===== src/ilk_word_pkg.sv =====
// inbound lane word format for the regrouper
// eop code views, stored control entry and the shared end-of-packet test
`default_nettype none

package ilk_word_pkg;

   // words per lane cycle, scheduling is built around two
   localparam int NUM_SLOTS = 2;

   // raw code of an errored packet end
   localparam logic [3:0] ERR_CODE = 4'b0001;

   // one eop code, read raw for the error marker
   // or as end flag plus byte count (count 0 means a full word)
   typedef union packed {
      logic [3:0] raw;
      struct packed {
         logic       endf;
         logic [2:0] cnt;
      } f;
   } eop_code_t;

   // control part of a stored word, data travels beside it
   typedef struct packed {
      logic      sop;
      eop_code_t eop;
   } entry_t;

   // any end flag or the error marker closes a packet
   function automatic logic ends_packet(eop_code_t code);
      return code.f.endf | (code.raw == ERR_CODE);
   endfunction

endpackage

`default_nettype wire


===== src/inbound_packer.sv =====
// lane input stage of the regrouper
// drops words outside a packet and compacts the rest toward the upper slot
`timescale 1ns/1ns
`default_nettype none

module inbound_packer #(
   parameter int WORD_WIDTH = 64
) (
   input  logic                                             clk,
   input  logic                                             arst,
   input  logic [1:0]                                       din_num_valid,
   input  logic [ilk_word_pkg::NUM_SLOTS-1:0]               din_sop,
   input  logic [4*ilk_word_pkg::NUM_SLOTS-1:0]             din_eopbits,
   input  logic [ilk_word_pkg::NUM_SLOTS*WORD_WIDTH-1:0]    din,
   output logic [1:0]                                       wr_count,
   output ilk_word_pkg::entry_t [ilk_word_pkg::NUM_SLOTS-1:0] wr_ctl,
   output logic [ilk_word_pkg::NUM_SLOTS*WORD_WIDTH-1:0]    wr_data
);

   ilk_word_pkg::entry_t [ilk_word_pkg::NUM_SLOTS-1:0] slot_ctl;
   logic in_pkt;
   logic keep_hi, keep_lo;
   logic state_hi, state_lo;

   // split the flat lane flags into per slot entries
   always_comb begin
      for (int i = 0; i < ilk_word_pkg::NUM_SLOTS; i++) begin
         slot_ctl[i].sop     = din_sop[i];
         slot_ctl[i].eop.raw = din_eopbits[4*i +: 4];
      end
   end

   //////////////////////////////////////////////////////////////////////
   // packet tracking, upper slot is first in time
   //////////////////////////////////////////////////////////////////////

   // upper slot valid for any nonzero count
   assign keep_hi  = (|din_num_valid) & (slot_ctl[1].sop | in_pkt);
   assign state_hi = keep_hi ? ~ilk_word_pkg::ends_packet(slot_ctl[1].eop) : in_pkt;

   // lower slot sees the state left by the upper one
   assign keep_lo  = din_num_valid[1] & (slot_ctl[0].sop | state_hi);
   assign state_lo = keep_lo ? ~ilk_word_pkg::ends_packet(slot_ctl[0].eop) : state_hi;

   always_ff @(posedge clk or posedge arst) begin
      if (arst) begin
         in_pkt   <= 1'b0;
         wr_count <= 2'd0;
      end else begin
         in_pkt   <= state_lo;
         wr_count <= 2'(keep_hi) + 2'(keep_lo);
      end
   end

   // compaction, a lone kept lower word moves up
   always_ff @(posedge clk) begin
      if (keep_hi) begin
         wr_ctl[1]                         <= slot_ctl[1];
         wr_data[2*WORD_WIDTH-1:WORD_WIDTH] <= din[2*WORD_WIDTH-1:WORD_WIDTH];
      end else begin
         wr_ctl[1]                         <= slot_ctl[0];
         wr_data[2*WORD_WIDTH-1:WORD_WIDTH] <= din[WORD_WIDTH-1:0];
      end
      // lower slot only counts when both were kept
      wr_ctl[0]                <= slot_ctl[0];
      wr_data[WORD_WIDTH-1:0]  <= din[WORD_WIDTH-1:0];
   end

endmodule

`default_nettype wire


===== config.mk =====
export PLATFORM = sky130hd
export DESIGN_NAME = inbound_packer
export DESIGN_NICKNAME = d
export VERILOG_FILES = /design/src/ilk_word_pkg.sv /design/src/inbound_packer.sv
export SDC_FILE = /design/constraint.sdc
export NUM_CORES = 1
export LEC_CHECK = 0
export ABC_CLOCK_PERIOD_IN_PS = 1750
export BUFFER_PORTS_ARGS = -buffer_cell sky130_fd_sc_hd__buf_4
export CORE_AREA = 2 2 108 110
export DETAILED_ROUTE_END_ITERATION = 16
export DIE_AREA = 0 0 110 112
export GPL_ROUTABILITY_DRIVEN = 0
export PLACE_DENSITY = 0.78
export REMOVE_ABC_BUFFERS = 1
export SLEW_MARGIN = 20
export SYNTH_ARGS = -nofsm -noshare
export SYNTH_HDL_FRONTEND = slang
export SYNTH_SLANG_ARGS = --single-unit
export TNS_END_PERCENT = 30

===== constraint.sdc =====
create_clock -name clk -period 1.75 [get_ports clk]
set_input_delay 0.35 -clock clk [delete_from_list [all_inputs] [get_ports clk]]
set_output_delay 0.35 -clock clk [all_outputs]
set_load 0.02 [all_outputs]

Word-level counts from Yosys, hierarchy flattened

Cells that the tools add are included.

Flip-flop bits (word level): 141
Output and inout port bits: 140

$add $sub $neg: 1
Eq/ne operators: 2
Muxes and demuxes: 4
Bitwise gates (word level): 8
Reduce and logical (&&, ||, !) cells: 1

Operator list:

| kind                 | number |
|---|---|
| $mux W64             | 1 |
| $eq A4 B1 Y1 const B | 2 |
| $mux W5              | 1 |
| $or A1 B1 Y1         | 4 |
| $add A1 B1 Y2        | 1 |
| $and A1 B1 Y1        | 2 |
| $mux W1              | 2 |
| $not A1 Y1           | 2 |
| $reduce_or A2 Y1     | 1 |

Longest topological paths before layout

Depth after elaboration: 7
Mapped depth: 5
Mapped depth without buffers: 4

Worst setup path after synthesis

OpenSTA, ideal clock, no wires.

Path kind: register to register
Start point: reg in_pkt
End point: reg wr_count[0]
Setup time: 0.126 ns
Data arrival time: 1.305 ns
Required time: 1.624 ns
Slack: 0.319 ns
Stages on the path, launching flop included: 6
Cell sequence: dfrtp_1 o22ai_4 buf_6 a211oi_4 o21a_1 ha_1

Longest elaborated chain between the ends: 6

Ends and longest elaborated chain:

| element                | RTL line             | source |
|---|---|---|
| from (decl)            | inbound_packer.sv:21 | `logic in_pkt;` |
| from (signal assigned) | inbound_packer.sv:50 | `in_pkt <= state_lo;` |
| $or A1 B1 Y1           | inbound_packer.sv:38 | `assign keep_hi = (\|din_num_valid) & (slot_ctl[1].sop \| in_pkt);` |
| $and A1 B1 Y1          | inbound_packer.sv:38 |  |
| $mux W1                | inbound_packer.sv:39 | `assign state_hi = keep_hi ? ~ilk_word_pkg::ends_packet(slot_ctl[1].eop) : in_pkt;` |
| $or A1 B1 Y1           | inbound_packer.sv:42 | `assign keep_lo = din_num_valid[1] & (slot_ctl[0].sop \| state_hi);` |
| $and A1 B1 Y1          | inbound_packer.sv:42 |  |
| $add A1 B1 Y2 *        | inbound_packer.sv:51 | `wr_count <= 2'(keep_hi) + 2'(keep_lo);` |
| to (signal assigned)   | inbound_packer.sv:51 |  |
| to (decl)              | inbound_packer.sv:15 | `output logic [1:0] wr_count,` |

Mark *: on every way between the ends. The rest lies on a longest branch, timed or not.

Worst setup path after layout

Start point: reg in_pkt
End point: reg wr_data[73] (netlist bit)

Longest elaborated chain between the ends: 3

Ends and longest elaborated chain:

| element                         | RTL line             | source |
|---|---|---|
| $or A1 B1 Y1                    | inbound_packer.sv:38 |  |
| $and A1 B1 Y1                   | inbound_packer.sv:38 |  |
| $mux W64                        | inbound_packer.sv:57 | `if (keep_hi) begin` |
| to (signal, indexed assignment) | inbound_packer.sv:59 | `wr_data[2*WORD_WIDTH-1:WORD_WIDTH] <= din[2*WORD_WIDTH-1:WORD_WIDTH];` |
| to (signal, indexed assignment) | inbound_packer.sv:62 | `wr_data[2*WORD_WIDTH-1:WORD_WIDTH] <= din[WORD_WIDTH-1:0];` |
| to (signal, indexed assignment) | inbound_packer.sv:66 | `wr_data[WORD_WIDTH-1:0] <= din[WORD_WIDTH-1:0];` |
| to (decl)                       | inbound_packer.sv:17 | `output logic [ilk_word_pkg::NUM_SLOTS*WORD_WIDTH-1:0] wr_data` |

Every way passes these cells.

==> out/qor.yml <==
yosysMostFrequentCell: "dfxtp_1"
synth.avg_cell_area_um2: 16.4
cp-startpoint: "in_pkt"
floorplan.initialDensity: 0.341
portBuffers: 281
synth_sequential_area_ratio: 0.744
setup.reg_to_reg.worst_slack_ns: 0.28
ctsRootBufferMaster: "clkbuf_16"
critPathCapture: "wr_data[73]"
instances_no_fill: 682
max_slew_vio_count: 0
drt-vias-per-instance: 4.25
max_freq_mhz: 682
htreeDepth: 4
rr_worst_depth: 3
antenna_found_initial: 0
timing.slew.headroom: 0.806
ant_nets: 0
globalRoute.totalOverflow: 0
worstSkewPairLatency_ns: 0.41
totalPowerFinal_mw: 8.00
top_level_ports: 282
start_kind: "flip-flop"
rsz_0062_raised_after_global_routing: "no"
routedWlPerCell_um: 15.0
globalRouteTotalUtil: 0.165
post_placement_cell_area_um2: 6050
cts.sinks: 141
fp-row-count: 39
postSynthRegisterBits: 141
largest_net_degree_at_the_start_of_global_routing: 36
post-place-ws_ns: 0.194
critPathKind: "reg -> reg"
timing.critical_path.fanout_max: 34
die-height_um: 112
tritoncts: "built"
power_density_nw_per_um2: 1210
timing.hold.worst.class: "in -> reg"
synth_top_cell_area_share: 0.724
fin_nets: 671
drv_cap: 0
setup_viol: 0
timing.critical_path.to_type: "flip-flop"
vias: 2896
power.leakage_nw: 3.15
antenna_cells: 0
reg2reg_from: "in_pkt"
grt_pass1_wl_um: 14900
async_flop_share: 0.0213
post-place-cells: 651
total_cts_buffers: 17
clk_pin_slew_ns: 0.05
die_area_um2: 12300
synth.largest_area_cell: "dfxtp_1"
detail_route.drc_violations: 0
synth.cell_area_um2: 3810
core_area_um2: 11200
cts.path.max_buffers: 2
timing_hold_violations_final: 0
postLayoutSetupSlackWorst_ns: 0.284
finish.instance_area_um2: 6590
status: "complete, no violations"
dominantRegCellSynth: "dfxtp_1"
timing.critical_path.required_ns: 2.04
finalClockSkew_ns: 0.00476
yosys_warnings: 0
synth_top_cells_by_count: "dfxtp_1 (138), mux2_2 (68), clkbuf_8 (4)"
period_needed_ns: 1.47
timing.critical_path.arrival_ns: 1.76
filler_cell_count: 896
syn_inst: 232
finalCritPeriodShare: 0.838
first_global_vias: 3115
firstDrtPassIters: 4
synth-edff-count: 0
synth.area.top_cells: "dfxtp_1 (72%), mux2_2 (20%), dfrtp_1 (2.0%)"
post_synth_num_cell_types: 15
postRouteWirelength_um: 10200
area_added_between_synthesis_and_finish_pct: 72.8
layout-drive-gt1-share: 0.707
dieWidth_um: 110
vdd.ir_drop.worst_mv: 0.744
capture_instance_of_the_worst_register_to_register_path: "wr_data[73]"
tightest_slew_ns: 0.292
detailedPlacementHpwl_um: 8060
drt_iter0_drc: 67
hold_ws_ns: 0.0479
==> logic make-up (layout without fill, tap and decap cells) <==
logic type / count (synthesis) / count (layout) / share of synthesized area
multiplexers: 68 / 68 / 0.201
flip-flops: 141 / 141 / 0.744
AND/OR/NAND/NOR: 5 / 5 / 0.00591
adder cells (fa/ha/maj): 1 / 1 / 0.00328
buffers and inverters: 9 / 316 / 0.0253
AO/OA/AOI/OAI: 8 / 8 / 0.0207
==> sequential cells by signal, indices dropped and copies added, names as in the netlist <==
name      flops
in_pkt        1
wr_count      2
wr_ctl       10
wr_data     128
==> final cells by class <==
class | count | area, um^2 | share of cell area
Clock buffer | 23 | 488 | 0.0740
Timing Repair Buffer | 284 | 2160 | 0.328
Multi-Input combinational cell | 82 | 880 | 0.133
Tap cell | 143 | 179 | 0.0271
Inverter | 2 | 7.51 | 0.00114
Sequential cell | 141 | 2840 | 0.431
Clock inverter | 7 | 40.0 | 0.00607
==> power by group <==
part           internal [mW]  switching [mW]
Sequential              3.48          0.0734
Combinational          0.698           0.618
Clock                   1.93            1.21
==> repair_timing <==
item | 4_1_cts | 5_1_grt
hold buffers | 1 | 0
hold endpoints to repair | 3 | 0
buffers inserted | 0 | 0
gates resized for setup | 0 | 0
==> routing by layer <==
metal,GRT usage,part of all wire
met1,0.146,0.33
met2,0.291,0.51
met3,0.0878,0.13
met4,0.0954,0.031
met5,0,0
==> layout by cell type (no fill, tap or decap), drive strengths merged <==
master,netlist,final
nand2,2,2
clkbuf,4,23
o21ai,3,3
nor3b,1,1
nor2,2,2
inv,2,2
buf,3,283
clkinvlp,0,2
dfxtp,138,138
a22o,1,1
a211oi,1,1
dfrtp,3,3
o21a,2,2
clkinv,0,5
dlygate4sd3,0,1
ha,1,1
mux2,68,68
o22ai,1,1
==> per-stage QoR <==
step | setup TNS (ns) | utilization
after detailed placement | 0 | 0.542
final | 0 | 0.590
after floorplan | -28.57 | -
after CTS | 0 | 0.590
after global placement | 0 | 0.542
after global routing | 0 | 0.590
==> worst max-delay path, cell delays in order (launching register included) <==
cell     delay, ns
dfrtp_1       0.43
o22ai_4       0.26
buf_12        0.26
mux2_2        0.37
==> worst min path at each step <==
stage / startpoint / to / slack, ns / depth (start not counted)
finish: din[32] / wr_data[32] / 0.05 / 1
global route: din[9] / wr_data[9] / 0.03 / 1
CTS: din[50] / wr_data[50] / 0.02 / 1
detailed placement: arst / wr_count[1] / 0.23 / 2
global placement: arst / in_pkt / 0.23 / 2
floorplan: arst / in_pkt / 0.10 / 1
(Power assumes the default switching activity.)
